`src/logic/pet_config.svh`:
```
/* Game constants for the pet core. Counters must fit in PET_STAT_W bits,
   so PET_STAT_MAX stays below 2**PET_STAT_W. PET_FRAME_DIV must be 1 or more. */
`ifndef PET_CONFIG_SVH
`define PET_CONFIG_SVH

// ----------------------------------------
// Keyboard scan codes
// ----------------------------------------
`define PET_KEY_FEED    8'h14   // Feed the pet
`define PET_KEY_PET     8'h1A   // Pet the pet
`define PET_KEY_START   8'h16   // Restart after death

// ----------------------------------------
// Well-being counters
// ----------------------------------------
`define PET_STAT_W      4       // Counter width in bits
`define PET_STAT_INIT   5       // Value after start
`define PET_STAT_MAX    10      // Upper cap
`define PET_HAPPY_MIN   5       // Lowest value still happy

// Behavior pacing
`define PET_FRAME_DIV   2       // Clock cycles per behavior step

`endif

```
`src/logic/petPkg.sv`:
```
/* Shared types for the pet core. Widths come from pet_config.svh. */
package petPkg;

    `include "pet_config.svh"

    // Command decoded from the held key
    typedef enum logic [1:0] {
        cmdNone  = 2'd0,
        cmdFeed  = 2'd1,
        cmdPet   = 2'd2,
        cmdStart = 2'd3
    } petCmd;

    // ----------------------------------------
    // Behavior phases
    // ----------------------------------------
    typedef enum logic [3:0] {
        phStart     = 4'd0,
        phCheck     = 4'd1,
        phIdleHappy = 4'd2,
        phIdleSad   = 4'd3,
        phFeedGate  = 4'd4,     // Decides feed or upset
        phFeed      = 4'd5,
        phPetGate   = 4'd6,     // Decides pet or upset
        phPet       = 4'd7,
        phUpset     = 4'd8,
        phDead      = 4'd9
    } petPhase;

    // One well-being counter
    typedef logic [`PET_STAT_W-1:0] statVal;

    typedef struct packed {
        statVal health;
        statVal fullness;
        statVal affection;
    } petStats;

    // What the display needs to pick a sprite
    typedef struct packed {
        petPhase    phase;
        logic [2:0] frame;      // 0..7 for steps 1..8
    } petView;

endpackage

```
`src/logic/keyDecoder.sv`:
```
/* Stage 1. Registers the held key byte as a command, one clock later.
   Unknown codes give cmdNone. */
`include "pet_config.svh"

module keyDecoder (
    input  logic          Reset,
    input  logic          frame_clk,
    input  logic [7:0]    key,
    output petPkg::petCmd cmd
);
    import petPkg::*;

    petCmd keyCmd;

    // Scan code lookup
    always_comb begin
        if (key == `PET_KEY_FEED) begin
            keyCmd = cmdFeed;
        end else if (key == `PET_KEY_PET) begin
            keyCmd = cmdPet;
        end else if (key == `PET_KEY_START) begin
            keyCmd = cmdStart;
        end else begin
            keyCmd = cmdNone;
        end
    end

    // Register keeps the keyboard byte off the FSM paths
    always_ff @(posedge Reset or posedge frame_clk) begin
        if (frame_clk) begin
            cmd <= cmdNone;
        end else begin
            cmd <= keyCmd;
        end
    end

endmodule

```
`src/logic/petController.sv`:
```
/* Stage 2. Steps the pet FSM once every PET_FRAME_DIV clocks; view and
   counters only change on a step. Counters saturate at 0 and PET_STAT_MAX. */
`include "pet_config.svh"

module petController (
    input  logic            Reset,
    input  logic            frame_clk,
    input  petPkg::petCmd   cmd,
    output petPkg::petView  view,
    output petPkg::petStats stats
);
    import petPkg::*;

    localparam int DivW = (`PET_FRAME_DIV > 1) ? $clog2(`PET_FRAME_DIV) : 1;

    logic [DivW-1:0] divCnt;
    logic            step;

    petView  curView;
    petView  nxtView;
    petStats curStats;
    petStats nxtStats;

    logic allHappy;
    logic anyZero;
    logic lastFrame;

    // ----------------------------------------
    // Counter helpers
    // ----------------------------------------
    function automatic statVal decSat(input statVal v);
        return (v == '0) ? v : v - 1'b1;   // Floor at 0
    endfunction

    function automatic statVal incCap(input statVal v);
        return (v < statVal'(`PET_STAT_MAX)) ? v + 1'b1 : v;
    endfunction

    // ----------------------------------------
    // Frame pacing
    // ----------------------------------------
    assign step = (divCnt == DivW'(`PET_FRAME_DIV - 1));

    always_ff @(posedge Reset or posedge frame_clk) begin
        if (frame_clk) begin
            divCnt <= '0;
        end else if (step) begin
            divCnt <= '0;
        end else begin
            divCnt <= divCnt + 1'b1;
        end
    end

    // Mood tests used by phCheck
    assign allHappy = (curStats.health    >= statVal'(`PET_HAPPY_MIN)) &&
                      (curStats.fullness  >= statVal'(`PET_HAPPY_MIN)) &&
                      (curStats.affection >= statVal'(`PET_HAPPY_MIN));
    assign anyZero  = (curStats.health == '0) || (curStats.fullness == '0) ||
                      (curStats.affection == '0);
    assign lastFrame = (curView.frame == 3'd7);

    // ----------------------------------------
    // Step rules
    // ----------------------------------------
    always_comb begin
        nxtView  = curView;
        nxtStats = curStats;
        unique case (curView.phase)
            phStart: begin
                nxtView.phase      = phCheck;
                nxtView.frame      = '0;
                nxtStats.health    = statVal'(`PET_STAT_INIT);
                nxtStats.fullness  = statVal'(`PET_STAT_INIT);
                nxtStats.affection = statVal'(`PET_STAT_INIT);
            end
            phCheck: begin
                nxtView.frame = '0;
                if (allHappy) begin
                    nxtView.phase = phIdleHappy;
                end else if (anyZero) begin
                    nxtView.phase = phDead;
                end else begin
                    nxtView.phase = phIdleSad;
                end
            end
            phIdleHappy, phIdleSad: begin
                if (cmd == cmdFeed) begin
                    nxtView.phase = phFeedGate;
                    nxtView.frame = '0;
                end else if (cmd == cmdPet) begin
                    nxtView.phase = phPetGate;
                    nxtView.frame = '0;
                end else if (lastFrame) begin
                    nxtView.phase      = phCheck;     // One day gone by
                    nxtView.frame      = '0;
                    nxtStats.health    = decSat(curStats.health);
                    nxtStats.fullness  = decSat(curStats.fullness);
                    nxtStats.affection = decSat(curStats.affection);
                end else begin
                    nxtView.frame = curView.frame + 1'b1;
                end
            end
            phFeedGate: begin
                nxtView.frame = '0;
                if (curStats.fullness < statVal'(`PET_STAT_MAX)) begin
                    nxtView.phase = phFeed;
                end else begin
                    nxtView.phase = phUpset;               // Already full
                end
            end
            phFeed: begin
                if (lastFrame) begin
                    nxtView.phase      = phCheck;
                    nxtView.frame      = '0;
                    nxtStats.health    = incCap(curStats.health);
                    nxtStats.fullness  = incCap(curStats.fullness);
                    nxtStats.affection = decSat(curStats.affection);
                end else begin
                    nxtView.frame = curView.frame + 1'b1;
                end
            end
            phPetGate: begin
                nxtView.frame = '0;
                if (curStats.affection < statVal'(`PET_STAT_MAX)) begin
                    nxtView.phase = phPet;
                end else begin
                    nxtView.phase = phUpset;               // Had enough petting
                end
            end
            phPet: begin
                if (lastFrame) begin
                    nxtView.phase      = phCheck;
                    nxtView.frame      = '0;
                    nxtStats.health    = incCap(curStats.health);
                    nxtStats.affection = incCap(curStats.affection);
                    nxtStats.fullness  = decSat(curStats.fullness);
                end else begin
                    nxtView.frame = curView.frame + 1'b1;
                end
            end
            phUpset: begin
                nxtView.phase   = phCheck;
                nxtView.frame   = '0;
                nxtStats.health = decSat(curStats.health);
            end
            phDead: begin
                nxtView.frame = '0;
                if (cmd == cmdStart) begin
                    nxtView.phase = phStart;   // Feed and pet are ignored
                end
            end
            default: begin
                nxtView.phase = phStart;       // Unused encodings recover
                nxtView.frame = '0;
            end
        endcase
    end

    // ----------------------------------------
    // State registers
    // ----------------------------------------
    always_ff @(posedge Reset or posedge frame_clk) begin
        if (frame_clk) begin
            curView.phase      <= phStart;
            curView.frame      <= '0;
            curStats.health    <= statVal'(`PET_STAT_INIT);
            curStats.fullness  <= statVal'(`PET_STAT_INIT);
            curStats.affection <= statVal'(`PET_STAT_INIT);
        end else if (step) begin
            curView  <= nxtView;
            curStats <= nxtStats;
        end
    end

    assign view  = curView;
    assign stats = curStats;

endmodule

```
`src/logic/petTop.sv`:
```
/* Pet core top. Key is a held level; Sprite and stats are registered levels.
   A key needs at least 2 clocks before the step that uses it. */
module petTop (
    input  logic            Reset,
    input  logic            frame_clk,
    input  logic [7:0]      key,
    output logic [7:0]      Sprite,
    output petPkg::petStats stats
);
    import petPkg::*;

    petCmd  cmdW;    // Decoder to FSM
    petView viewW;   // FSM to sprite encoder

    keyDecoder keyDec0 (
        .Reset     (Reset),
        .frame_clk (frame_clk),
        .key       (key),
        .cmd       (cmdW)
    );

    petController ctrl0 (
        .Reset     (Reset),
        .frame_clk (frame_clk),
        .cmd       (cmdW),
        .view      (viewW),
        .stats     (stats)
    );

    spriteEncoder enc0 (
        .Reset     (Reset),
        .frame_clk (frame_clk),
        .view      (viewW),
        .Sprite    (Sprite)
    );

endmodule

```
`src/logic/spriteEncoder.sv`:
```
/* Stage 3. Registered sprite code, one clock after the view.
   High nibble picks the animation and the low nibble is frame + 1. */
module spriteEncoder (
    input  logic           Reset,
    input  logic           frame_clk,
    input  petPkg::petView view,
    output logic [7:0]     Sprite
);
    import petPkg::*;

    logic [3:0] frameCode;
    logic [7:0] code;

    assign frameCode = {1'b0, view.frame} + 4'd1;   // Frames show as 1..8

    // ----------------------------------------
    // Phase to sprite lookup
    // ----------------------------------------
    always_comb begin
        unique case (view.phase)
            phIdleHappy: code = {4'hA, frameCode};
            phIdleSad:   code = {4'hB, frameCode};
            phFeed:      code = {4'hC, frameCode};
            phPet:       code = {4'hD, frameCode};
            phUpset,
            phDead:      code = 8'h01;   // Sad face
            default:     code = 8'h00;   // Neutral face
        endcase
    end

    always_ff @(posedge Reset or posedge frame_clk) begin
        if (frame_clk) begin
            Sprite <= 8'h00;
        end else begin
            Sprite <= code;
        end
    end

endmodule

```
`config.mk`:
```
export PLATFORM = sky130hd
export DESIGN_NAME = petTop
export DESIGN_NICKNAME = d
export VERILOG_FILES = /design/src/logic/petPkg.sv /design/src/logic/keyDecoder.sv /design/src/logic/petController.sv /design/src/logic/petTop.sv /design/src/logic/spriteEncoder.sv
export VERILOG_INCLUDE_DIRS = /design/src /design/src/logic
export SDC_FILE = /design/constraint.sdc
export NUM_CORES = 1
export LEC_CHECK = 0
export BUFFER_PORTS_ARGS = -buffer_cell sky130_fd_sc_hd__buf_2
export CAP_MARGIN = 5
export CORE_ASPECT_RATIO = 0.6
export CORE_MARGIN = 4
export CORE_UTILIZATION = 50
export CTS_CLUSTER_SIZE = 14
export DETAILED_ROUTE_END_ITERATION = 12
export GPL_TIMING_DRIVEN = 0
export PLACE_DENSITY_LB_ADDON = 0.12
export SLEW_MARGIN = 20
export SYNTH_ARGS = -nofsm -noshare
export SYNTH_HDL_FRONTEND = slang
export SYNTH_SLANG_ARGS = --single-unit
```
`constraint.sdc`:
```
create_clock -name Reset -period 6.6 [get_ports Reset]
set_clock_uncertainty 0.15 [all_clocks]
set_input_delay 0.33 -clock Reset [delete_from_list [all_inputs] [get_ports Reset]]
set_output_delay 0.33 -clock Reset [all_outputs]
set_load 0.005 [all_outputs]
```
# [Word level (Yosys, flattened, before mapping)]
# Index checks and enable logic that the tools add are counted.
[op_classes] muxes=28 eq_ne=24 addsub=9 n_reduce_logical=18 order_cmp=6
[ops] cell="12-bit two-way mux" count=5
[ops] cell="7-bit one-hot mux with 7 select lines" count=1
[ops] cell="4-bit two-way mux" count=12
[ops] cell="8-bit one-hot mux with 5 select lines" count=1
[ops] cell="8-bit one-hot mux with 4 select lines" count=1
[ops] cell="8-bit by 5-bit == test with 1-bit output (second input constant)" count=3
[ops] cell="4-bit one-hot mux with 5 select lines" count=1
[ops] cell="4-bit by 3-bit == test with 1-bit output (second input constant)" count=4
[ops] cell="4-bit logical NOT" count=4
[ops] cell="8-bit AND reduction" count=2
[ops] cell="7-bit two-way mux" count=2
[ops] cell="4-bit by 1-bit adder with 4-bit output (second input constant)" count=3
[ops] cell="4-bit by 3-bit greater-or-equal comparator with 1-bit output (second input constant)" count=3
[ops] cell="4-bit less-than comparator (second input constant)" count=3
[ops] cell="2-bit by 1-bit != test with 1-bit output (second input constant)" count=6
[ops] cell="4-bit by 1-bit subtractor with 4-bit output (second input constant)" count=3
[ops] cell="4-bit by 2-bit == test with 1-bit output (second input constant)" count=2
[ops] cell="4-bit == test (second input constant)" count=2
[ops] cell="2-bit OR reduction" count=4
[ops] cell="7-bit AND reduction" count=1
[ops] cell="2-bit two-way mux" count=3
[ops] cell="5-bit nonzero test" count=1
[ops] cell="3-bit by 1-bit adder with 4-bit output (second input constant)" count=1
[ops] cell="2-bit == test (second input constant)" count=2
[ops] cell="other kinds (12)" count=15
[totals] word_cells=93 output_inout_bits=20 ff_bits=30 input_bits=10

# [Longest topological paths before layout]
# Gate-level depths: netlist of the first run.
[depth] ltp_word=6 depth_mapped=8 ltp_nobuf=7

# [Hierarchy]
# A second synthesis of the first run with hierarchy kept.
[unflattened] hier_cells=240 area_unflattened_um2=2172.1
[by_module_without_submodules] module="petController" seq_area_each_um2=508.0 area_per_inst_um2=1767.9 cells_each=209 instances=1
[by_module_without_submodules] module="spriteEncoder" seq_area_each_um2=200.2 area_per_inst_um2=307.8 cells_each=23 instances=1
[by_module_without_submodules] module="keyDecoder" seq_area_each_um2=50.0 area_per_inst_um2=96.3 cells_each=8 instances=1

# [Worst setup path after synthesis of the first run]
# No wires, ideal clock.
[synth_timing] kind="register to register" startpoint="register ctrl0.curView, in the netlist ctrl0.view[4]" endpoint="register ctrl0.curStats, in the netlist ctrl0.stats[11]" required_ns=6.373 path_stages_with_launch=9 slack_ns=4.377 synth_period_minus_slack_ns=2.223 arrival_ns=1.997 cell_sequence="dfrtp_1 > buf_6 > or4b_4 > nand2_2 > ha_1 > a21oi_1 > mux2i_1 > or3_1 > o21ai_1"
[synth_between] elab_chain_len=4
[synth_rtl] item="from (decl)" line="petController.sv:19" text="petView curView;"
[synth_rtl] item="from (signal assigned)" line="petController.sv:170" text="curView <= nxtView;"
[synth_rtl] item="4-bit by 2-bit == test with 1-bit output" line="petController.sv:68" text="unique case (curView.phase)"
[synth_rtl] item="2-bit OR reduction" line="petController.sv:68"
[synth_rtl] item="5-bit nonzero test (no source line) (tied with other cells)"
[synth_rtl] item="7-bit AND reduction (no source line)"
[synth_rtl] item="to (signal assigned)" line="petController.sv:171" text="curStats <= nxtStats;"
[synth_rtl] item="to (decl)" line="petController.sv:21" text="petStats curStats;"
# Several ways; a longest one is shown, not always the timed one.
# A chain may end at the register's enable or synchronous reset.

# [Worst setup path in the final report of the first run]
[layout_timing] startpoint="register ctrl0.curView, in the netlist ctrl0.view[0]" endpoint="register ctrl0.curStats, in the netlist ctrl0.stats[11]"
[layout_between] elab_chain_len=3
[layout_rtl] item="3-bit == test *" line="petController.sv:60" text="assign lastFrame = (curView.frame == 3'd7);"
[layout_rtl] item="2-bit by 1-bit != test with 1-bit output (no source line)"
[layout_rtl] item="7-bit AND reduction (no source line) *"
# Every way passes the cells marked *; elsewhere a longest branch is shown, timed or not.

==> results of run 1 <==
-- synthesized netlist by cell type, types with 3 or more instances --
cell type	instances	share of area [%]
clkbuf_1	6	1.1
o21ai_0	16	3.9
or3_1	4	1.2
mux2i_1	7	3.5
xor2_1	3	1.3
ha_1	10	6.2
and2_1	3	0.92
mux2_2	3	1.7
nor2b_1	3	0.92
inv_1	15	2.8
o31ai_1	3	1.1
nor2_1	10	1.8
dfrtp_1	24	30
nand3_1	7	1.7
nand2_1	22	4.1
a21oi_1	15	3.7
dfstp_2	6	7.8
nand2b_1	8	2.5
nor3_1	8	2.0
buf_2	3	0.74
-- logic make-up after synthesis --
kind of cell	share of synthesized area, %
XOR/XNOR	2.16
AND/OR/NAND/NOR	20.6
flip-flops	37.3
AO/OA/AOI/OAI	22.4
adder cells (fa/ha/maj)	6.65
multiplexers	5.11
buffers and inverters	5.73
-- layout make-up --
type / instances / area, sq um
multi-input combinational: 169 / 1160
sequential: 30 / 758
buffer: 11 / 60.1
clock buffer: 6 / 82.6
clock inverter: 2 / 12.5
timing repair buffer: 30 / 155
inverter: 15 / 56.3
tap: 47 / 58.8
fill: 336 / 1450
-- metal layers --
metal | vias up | part of all wire (%) | track usage, %
li1 | 885 | - | -
met1 | 869 | 51 | 29.5
met2 | 75 | 38 | 24.3
met3 | 5 | 9.3 | 5.67
met4 | 0 | 0.72 | 4.58
met5 | - | 0 | 0
-- state kept, by name, indices dropped and copies added, names as in the netlist --
name          count
ctrl0.divCnt      1
ctrl0.stats      12
enc0.Sprite       8
keyDec0.cmd       2
ctrl0.view        7
-- power by group --
group	switching, W	internal (W)	leakage (nW)
logic	0.000256	0.000229	0.675
clock network	0.0000749	0.0000837	0.0472
registers	0.0000700	0.000264	0.357
-- stage by stage --
| stage | utilization (%) | hold slack (ns) | power, W |
|---|---|---|---|
| floorplan | - | 0.250 | 0.000673 |
| global placement | 59.0 | 0.363 | 0.000808 |
| detailed placement | 59.0 | 0.309 | 0.000816 |
| CTS | 61.8 | 0.0688 | 0.000978 |
| global route | 61.8 | 0.0810 | 0.00106 |
| finish | 61.8 | 0.0708 | 0.000977 |
-- final timing paths --
| check | startpoint | to | slack [ns] | depth (start not counted) |
|---|---|---|---|---|
| max in group asynchronous | frame_clk | ctrl0.stats[11] | 5.36 | 3 |
| worst min register to register | ctrl0.stats[10] | ctrl0.stats[10] | 0.38 | 2 |
| worst max-delay path | ctrl0.view[0] | ctrl0.stats[11] | 4.13 | 8 |
| worst max register to register | ctrl0.view[0] | ctrl0.stats[11] | 4.13 | 8 |
| min in group asynchronous | frame_clk | enc0.Sprite[1] | 0.52 | 3 |
| worst min-delay path | key[3] | keyDec0.cmd[0] | 0.07 | 2 |
==> flow_metrics.py, run 1 <==
metrics = {
    "drt": {
        "wl_per_cell_um": 15.2,
        "wirelength_um": 4700,
        "vias": 1834,
        "vias_per_cell": 5.92,
        "drt_first_iter_violations": 155,
        "drc": 0,
        "dr.pass1.iters": 4,
        "antenna_left": 0,
    },
    "placed_design": {
        "dp_cells": 301,
        "pre_cts_ws_ns": 4.12,
        "numPortBuffers": 29,
        "place_area_sq_mm": 0.00223,
        "globalplace.congestion": 0.935,
        "hpwlAfterDp_um": 3470,
    },
    "worst_setup_path": {
        "crit_path_top_delay_cell": "dfrtp_1",
        "cp.arrival_ns": 2.53,
        "critPathLaunchType": "register",
        "path_delay_family": "compound AO/OA/AOI/OAI gates",
        "crit_buf_inv": 2,
        "path_class": "reg2reg",
        "cpPeakStageDelay_ns": 0.41,
        "cp_cell_sequence": "ha_1, ha_1, clkbuf_1, inv_1, o31a_1, a211o_1, or3_1, o21ai_1",
        "crit_path_max_fanout": 8,
        "cp-end-kind": "register",
        "cpMostUsedCell": "ha_1",
        "cp.required_ns": 6.66,
    },
    "synth": {
        "ys.flop_type": "dfrtp_1",
        "synth.net_count": 245,
        "synth-async-reset-ratio_pct": 100,
        "yosysSeqAreaShare_pct": 37.3,
        "yosysWarnings": 0,
        "synth_area_sq_mm": 0.00203,
        "synth-edff-count": 0,
        "syn_avg_cell_area_sq_um": 9.03,
        "ys_types": 57,
        "synth-seq-cells": 30,
        "syn-instance-count": 225,
    },
    "global_route": {
        "grt_usage_pct": 18.7,
        "grt_max_degree": 31,
        "grt-ovfl-total": 0,
        "antenna_found_initial": 0,
        "grt_pass1_wl_um": 7770,
        "grt_pass1_vias": 1579,
    },
    "final_layout": {
        "fin_cells": 310,
        "areaGrowthSynthToFinish_pct": 15.2,
        "fin_nets": 282,
        "mostFrequentLayoutCell": "buf_2",
        "antenna_cells": 0,
        "final_cell_mix": "buf_2 (32), dfrtp_1 (24), nand2_1 (22)",
        "drive_gt1_share_pct": 23.6,
        "fin_area_sq_mm": 0.00234,
    },
    "clock_tree": {
        "clk_path_buf_depth": 2,
        "cts_made_buffers": 5,
        "clk_latency_ns": 0.29,
        "cts_max_level": 2,
        "cts_setup_buffers": 0,
        "cts_tree": "done",
        "clock_tree.root_cell": "clkbuf_8",
        "path_clk_slew_ns": 0.07,
        "cts_resized": 0,
        "cts.sinks": 30,
        "hold_buffers": 1,
    },
    "sta": {
        "min_period_ns": 2.47,
        "rsz0062_at_grt": "no",
        "slew_headroom_pct": 54.3,
        "final.setup.worst_slack_ns": 4.13,
        "period_share_pct": 37.3,
        "hold_violations": 0,
        "tns_ns": 0,
        "maxSlewViolCount": 0,
        "worst_pin_slew_ns": 0.678,
        "finalSetupViolCount": 0,
        "fmax_ghz": 0.406,
    },
    "floorplan": {
        "coreArea_sq_mm": 0.00379,
        "die_x_um": 90.3,
        "fp-row-count": 17,
        "die-area_sq_mm": 0.00518,
        "ios": 30,
        "initial_utilization_pct": 53.6,
        "die_y_um": 57.4,
    },
    "pwr": {
        "pwr_density_cell_mw_per_mm2": 418,
        "power_leakage_nw": 1.08,
        "ir_drop_mv": 0.207,
    },
    "run_status": {
        "status": "complete, no violations",
    },
    "job": {
        "cap_violations": 0,
    },
    "min_path": {
        "hold_class": "in2reg",
    },
}
(Power assumes the default switching activity.)
==> run 2: changes to the inputs <==
==> constraint.sdc (replaced) <==
create_clock -name Reset -period 2.3 [get_ports Reset]
set_clock_uncertainty 0.15 [all_clocks]
set_input_delay 0.115 -clock Reset [delete_from_list [all_inputs] [get_ports Reset]]
set_output_delay 0.115 -clock Reset [all_outputs]
set_load 0.005 [all_outputs]
==> run 2 against run 1 <==
- sequential cell count stayed put
- register-to-register slack got worse by 4.1 ns
- hold slack better by 0.25 ns
- largest power group unchanged
- critical path depth did not move
- worst setup slack got worse by 4.1 ns
- power grew to 3.0 times the previous value
- clock-buffer cell count stayed put
- combinational power rose to 3.0 times the previous value
- non-clock buffer count is 4 higher
- die area is the same
==> flow_metrics.py, run 2 (synthesized netlist as in run 1, its figures left out) <==
metrics = {
    "job": {
        "cap_violations": 0,
    },
    "sta": {
        "finalSetupViolCount": 0,
        "fmax_ghz": 0.449,
        "slew_headroom_pct": 54.0,
        "worst_pin_slew_ns": 0.682,
        "min_period_ns": 2.23,
        "period_share_pct": 96.7,
        "final.setup.worst_slack_ns": 0.0750,
        "hold_violations": 0,
        "maxSlewViolCount": 0,
    },
    "floorplan": {
        "die_y_um": 57.4,
        "coreArea_sq_mm": 0.00379,
        "fp-row-count": 17,
        "initial_utilization_pct": 53.6,
        "die-area_sq_mm": 0.00518,
        "die_x_um": 90.3,
        "ios": 30,
    },
    "global_route": {
        "grt-ovfl-total": 0,
        "met1_usage_pct": 29.9,
        "grt_util_met3_pct": 5.27,
        "grt_most_used_layer": "met1",
        "antenna_found_initial": 0,
        "gr-usage-met2_pct": 25.2,
        "grt_pass1_vias": 1610,
        "grt_max_degree": 31,
        "grt_usage_pct": 19.0,
        "grt_pass1_wl_um": 7900,
    },
    "worst_setup_path": {
        "r2r_cells": 8,
        "cpPeakStageDelay_ns": 0.55,
        "ff2ff_setup_slack_ns": 0.07,
        "cp-end-kind": "register",
        "crit_path_top_delay_cell": "or4b_4",
        "crit_path_max_fanout": 9,
        "path_class": "reg2reg",
        "critPathLaunchType": "register",
        "cp_cell_sequence": "buf_6, or4b_4, nand2_4, ha_4, a31o_2, mux2i_2, a21oi_1, o21ai_1",
        "cp.arrival_ns": 2.29,
        "cp.required_ns": 2.36,
        "regToRegEndpoint": "ctrl0.stats[11]",
        "r2r_start": "ctrl0.view[4]",
    },
    "placed_design": {
        "hpwlAfterDp_um": 3470,
        "pre_cts_ws_ns": -0.179,
        "numPortBuffers": 29,
        "place_area_sq_mm": 0.00223,
        "globalplace.congestion": 0.935,
    },
    "final_layout": {
        "antenna_cells": 0,
        "multiInputGateArea_sq_mm": 0.00120,
        "mostFrequentLayoutCell": "buf_2",
        "fin_nets": 286,
        "fin_area_sq_mm": 0.00243,
        "final_cell_mix": "buf_2 (31), dfrtp_1 (24), nand2_1 (22)",
        "drive_gt1_share_pct": 25.1,
        "nFillCells": 324,
        "areaGrowthSynthToFinish_pct": 19.7,
        "largest_register_ffs": 12,
        "regArea_sq_um": 758,
    },
    "pwr": {
        "pwr_density_cell_mw_per_mm2": 1190,
        "ir_drop_mv": 0.655,
        "p_int_w": 0.00171,
        "seq_power_share_pct": 33.9,
        "combPwrFrac_pct": 50.4,
        "power_leakage_nw": 1.10,
        "netSwitchingFraction_pct": 40.9,
        "p_clk_share_pct": 15.7,
        "p_sw_w": 0.00119,
    },
    "clock_tree": {
        "cts.sinks": 30,
        "clock_tree.root_cell": "clkbuf_8",
        "cts_made_buffers": 5,
        "clk_path_buf_depth": 2,
        "cts_tree": "done",
        "clk_latency_ns": 0.29,
        "cts_max_level": 2,
        "path_clk_slew_ns": 0.07,
    },
    "run_status": {
        "status": "complete, no violations",
    },
    "drt": {
        "dr.pass1.iters": 4,
        "drt_first_iter_violations": 141,
        "vias": 1870,
        "vias_per_cell": 5.96,
        "drc": 0,
        "antenna_left": 0,
        "wl_per_cell_um": 15.2,
        "wirelength_um": 4780,
    },
    "min_path": {
        "hold_class": "in2async",
    },
}
-- run 2: cell types whose count changed in the layout (fill, tap and decap cells not counted) --
cell / previous run / this run
buf_4: 0 / 1
mux2i_2: 0 / 1
ha_1: 10 / 8
dlygate4sd3_1: 1 / 6
nand2_4: 0 / 1
nand2_2: 1 / 0
buf_2: 32 / 31
mux2i_1: 7 / 6
clkbuf_1: 6 / 5
a21oi_1: 15 / 13
ha_4: 0 / 2
a21oi_2: 0 / 2
-- run 2: final cells by class --
cell class,count,area share (%)
plain buffers,9,2.11
inverters,15,2.32
repair buffers,36,8.75
multi-input cells,169,49.3
clock buffers,6,3.40
clock inverters,2,0.515
well taps,47,2.42
flip-flops and latches,30,31.2
-- run 2: metal layers --
metal / routed length, um / vias up
met5: 0 / -
li1: - / 893
met2: 1890 / 87
met4: 32 / 0
met1: 2490 / 885
met3: 369 / 5
-- run 2: worst max path at each step --
| stage | cells past startpoint | to | slack (ns) | start |
|---|---|---|---|---|
| after global placement | 8 | ctrl0.stats[11] | -0.11 | ctrl0.view[0] |
| after floorplan | 8 | ctrl0.stats[11] | 0.08 | ctrl0.view[4] |
| after CTS | 8 | ctrl0.stats[11] | 0.03 | ctrl0.view[4] |
| after global routing | 8 | ctrl0.stats[11] | -0.005 | ctrl0.view[4] |
| final | 8 | ctrl0.stats[11] | 0.07 | ctrl0.view[4] |
| after detailed placement | 8 | ctrl0.stats[11] | -0.18 | ctrl0.view[0] |
-- run 2: what timing repair did --
action	in CTS	in global routing
setup buffers	1	0
gates resized for setup	2	5
pin swaps	1	1
cloned	0	0
endpoints found under the setup margin	2	1
hold endpoints to repair	26	0
hold buffers	6	0
-- run 2: power by group through the flow --
stage,clock (W),sequential [W],combinational [W]
floorplan,0,0.000943,0.000988
global placement,0,0.000958,0.00136
detailed placement,0,0.000961,0.00138
CTS,0.000459,0.000955,0.00141
global route,0.000481,0.00102,0.00163
finish,0.000455,0.000984,0.00146
-- run 2: worst max-delay path: cells and delay by family (launching register included) --
| family | cells | cell delay [ns] |
|---|---|---|
| DFF | 1 | 0.37 |
| and+or+nand+nor | 2 | 0.64 |
| muxes | 1 | 0.16 |
| buffers and inverters | 1 | 0.13 |
| AOI/OAI and AO/OA | 3 | 0.50 |
| adders and majority gates | 1 | 0.20 |
-- run 2: metrics by stage --
| stage | TNS [ns] | instances | hold WS (ns) | util (%) | power, W |
|---|---|---|---|---|---|
| 2_1_floorplan | 0 | 225 | 0.0348 | - | 0.00193 |
| 3_3_place_gp | -0.105 | 301 | 0.152 | 59.0 | 0.00232 |
| 3_5_place_dp | -0.182 | 301 | 0.0940 | 59.0 | 0.00234 |
| 4_1_cts | 0 | 315 | 0.330 | 63.4 | 0.00283 |
| 5_1_grt | -0.00792 | 314 | 0.394 | 64.2 | 0.00313 |
| 6_report | 0 | 314 | 0.319 | 64.2 | 0.00290 |
==> run 3: changes to the inputs <==
--- a/config.mk
+++ b/config.mk
@@ -18,4 +18,5 @@
 export SLEW_MARGIN = 20
 export SYNTH_ARGS = -nofsm -noshare
 export SYNTH_HDL_FRONTEND = slang
+export SYNTH_HIERARCHICAL = 1
 export SYNTH_SLANG_ARGS = --single-unit
==> run 3 against run 2 <==
- core utilization down 0.95 points
- cell area is 7.8% higher
- sequential share of layout area fell by 2.2 points
- clock power fell by 2%
- highest routed layer unchanged
==> flow_metrics.py, run 3 <==
metrics = {
    "run_status": {
        "status": "complete, no violations",
    },
    "synth": {
        "yosys.cell_count.top_type": "dfrtp_1",
        "synth.top_cells.by_count": "dfrtp_1 (24), nand2_1 (21), inv_1 (18), a21oi_1 (14)",
        "synthTopCellsByArea": "dfrtp_1 (28%), dfstp_2 (7.3%), ha_1 (6.9%)",
        "synth_area_sq_mm": 0.00217,
        "synth-seq-cells": 30,
        "yosysSeqAreaShare_pct": 34.9,
        "syn-instance-count": 240,
        "post-synth-top-area-cell": "dfrtp_1",
        "yosysWarnings": 6,
        "ys.flop_type": "dfrtp_1",
        "synth-async-reset-ratio_pct": 100,
        "syn_avg_cell_area_sq_um": 9.05,
        "synth.net_count": 263,
        "ys_types": 65,
        "yosysTopAreaCellShare_pct": 27.6,
        "synth-edff-count": 0,
    },
    "final_layout": {
        "regArea_sq_um": 759,
        "fin_area_sq_mm": 0.00262,
        "nFillCells": 382,
        "final_cell_mix": "buf_2 (31), dfrtp_1 (23), nand2_1 (21)",
        "antenna_cells": 0,
        "fin_nets": 307,
        "largest_register_ffs": 12,
        "multiInputGateArea_sq_mm": 0.00133,
        "areaGrowthSynthToFinish_pct": 20.6,
        "mostFrequentLayoutCell": "buf_2",
        "drive_gt1_share_pct": 25.6,
    },
    "sta": {
        "min_period_ns": 2.21,
        "rsz0062_at_grt": "yes",
        "slew_headroom_pct": 45.2,
        "hold_violations": 0,
        "final.setup.worst_slack_ns": 0.0877,
        "fmax_ghz": 0.452,
        "worst_pin_slew_ns": 0.822,
        "maxSlewViolCount": 0,
        "finalSetupViolCount": 0,
        "period_share_pct": 96.2,
    },
    "pwr": {
        "combPwrFrac_pct": 64.8,
        "p_clk_share_pct": 11.0,
        "ir_drop_mv": 0.821,
        "p_int_w": 0.00223,
        "netSwitchingFraction_pct": 45.3,
        "power_leakage_nw": 1.20,
        "seq_power_share_pct": 24.2,
        "p_sw_w": 0.00185,
        "pwr_density_cell_mw_per_mm2": 1550,
    },
    "drt": {
        "vias": 1925,
        "dr.pass1.iters": 4,
        "wirelength_um": 5120,
        "drt_first_iter_violations": 142,
        "drc": 0,
        "vias_per_cell": 5.58,
        "antenna_left": 0,
        "wl_per_cell_um": 14.8,
    },
    "placed_design": {
        "pre_cts_ws_ns": -0.326,
        "place_area_sq_mm": 0.00240,
        "hpwlAfterDp_um": 3770,
        "numPortBuffers": 29,
        "globalplace.congestion": 0.932,
    },
    "clock_tree": {
        "cts_max_level": 2,
        "clock_tree.root_cell": "clkbuf_8",
        "cts_made_buffers": 5,
        "clk_path_buf_depth": 2,
        "path_clk_slew_ns": 0.07,
        "clk_latency_ns": 0.28,
        "cts_tree": "done",
        "cts.sinks": 30,
    },
    "global_route": {
        "grt_pass1_vias": 1711,
        "antenna_found_initial": 0,
        "grt_max_degree": 21,
        "grt-ovfl-total": 0,
        "grt_pass1_wl_um": 8580,
        "grt_usage_pct": 20.1,
    },
    "floorplan": {
        "fp-row-count": 18,
        "initial_utilization_pct": 52.4,
        "die_x_um": 93.1,
        "die_y_um": 59.1,
        "ios": 30,
        "die-area_sq_mm": 0.00550,
        "coreArea_sq_mm": 0.00414,
    },
    "min_path": {
        "hold_class": "in2reg",
        "worst_hold_startpoint": "key[2]",
    },
    "worst_setup_path": {
        "cp.arrival_ns": 2.22,
        "startpoint": "ctrl0/view[5]",
        "cp-end-kind": "register",
        "r2r_start": "ctrl0/view[5]",
        "crit_path_max_fanout": 10,
        "cp.required_ns": 2.31,
        "critPathLaunchType": "register",
        "path_class": "reg2reg",
    },
    "job": {
        "cap_violations": 0,
    },
}
run 3: through the flow:
| step | setup TNS [ns] | util, % | cells | hold slack (ns) | total power (W) |
|---|---|---|---|---|---|
| 2_1_floorplan | 0 | - | 240 | -0.294 | 0.00281 |
| 3_3_place_gp | -0.541 | 57.9 | 329 | -0.163 | 0.00339 |
| 3_5_place_dp | -0.601 | 57.9 | 329 | -0.163 | 0.00341 |
| 4_1_cts | 0 | 62.2 | 342 | 0.00124 | 0.00396 |
| 5_1_grt | -0.0345 | 63.2 | 345 | 0.00533 | 0.00446 |
| 6_report | 0 | 63.2 | 345 | 0.00565 | 0.00407 |
run 3: per-layer routing:
| metal | up-vias | wire length, um | track usage (%) |
|---|---|---|---|
| met5 | - | 0 | 0 |
| met4 | 0 | 27 | 5.01 |
| met3 | 4 | 408 | 6.09 |
| met1 | 903 | 2660 | 31.7 |
| li1 | 958 | - | - |
| met2 | 60 | 2020 | 26.3 |
run 3: cell families after synthesis:
family                   share of synthesized area (%)
flip-flops                                        34.9
multiplexers                                      3.86
XOR/XNOR                                          2.42
AND/OR/NAND/NOR                                   21.3
adder cells (fa/ha/maj)                           8.29
buffers and inverters                             6.11
AO/OA/AOI/OAI                                     23.1
run 3: worst paths after layout:
check	end	slack, ns	depth (start not counted)
max reg2reg	ctrl0/stats[11]	0.09	9
min	keyDec0/cmd[0]	0.006	2
max in group asynchronous	ctrl0/view[5]	1.03	3
min in group asynchronous	keyDec0/cmd[1]	0.10	3
max	ctrl0/stats[11]	0.09	9
min reg2reg	enc0/Sprite[5]	0.37	1
run 3: worst max-delay path, stage by stage, from the launching register on:
cell       delay, ns
dfrtp_2         0.45
buf_4           0.19
nor3_4          0.18
o2bb2ai_4       0.17
ha_1            0.26
a21o_1          0.18
a21oi_2         0.15
nor2_1          0.06
o2111ai_1       0.19
o211ai_1        0.11
run 3: power by group through the flow:
| stage | clock network, W | registers [W] | logic [W] |
|---|---|---|---|
| floorplan | 0 | 0.000974 | 0.00183 |
| global placement | 0 | 0.000990 | 0.00240 |
| detailed placement | 0 | 0.000995 | 0.00241 |
| CTS | 0.000456 | 0.000987 | 0.00252 |
| global route | 0.000482 | 0.00103 | 0.00294 |
| finish | 0.000447 | 0.000987 | 0.00264 |
run 3: cell type report:
| class | count | area share [%] |
|---|---|---|
| Buffer | 14 | 2.91 |
| Clock buffer | 6 | 3.15 |
| Clock inverter | 2 | 0.478 |
| Inverter | 18 | 2.58 |
| Multi-Input combinational cell | 178 | 50.9 |
| Sequential cell | 30 | 29.0 |
| Tap cell | 60 | 2.87 |
| Timing Repair Buffer | 37 | 8.12 |
run 3: timing repair:
action	CTS	global route
pin swaps	2	5
setup endpoints to repair	4	7
resized for setup	6	12
hold buffers	3	0
setup buffers	2	3
endpoints found under the hold margin	25	0
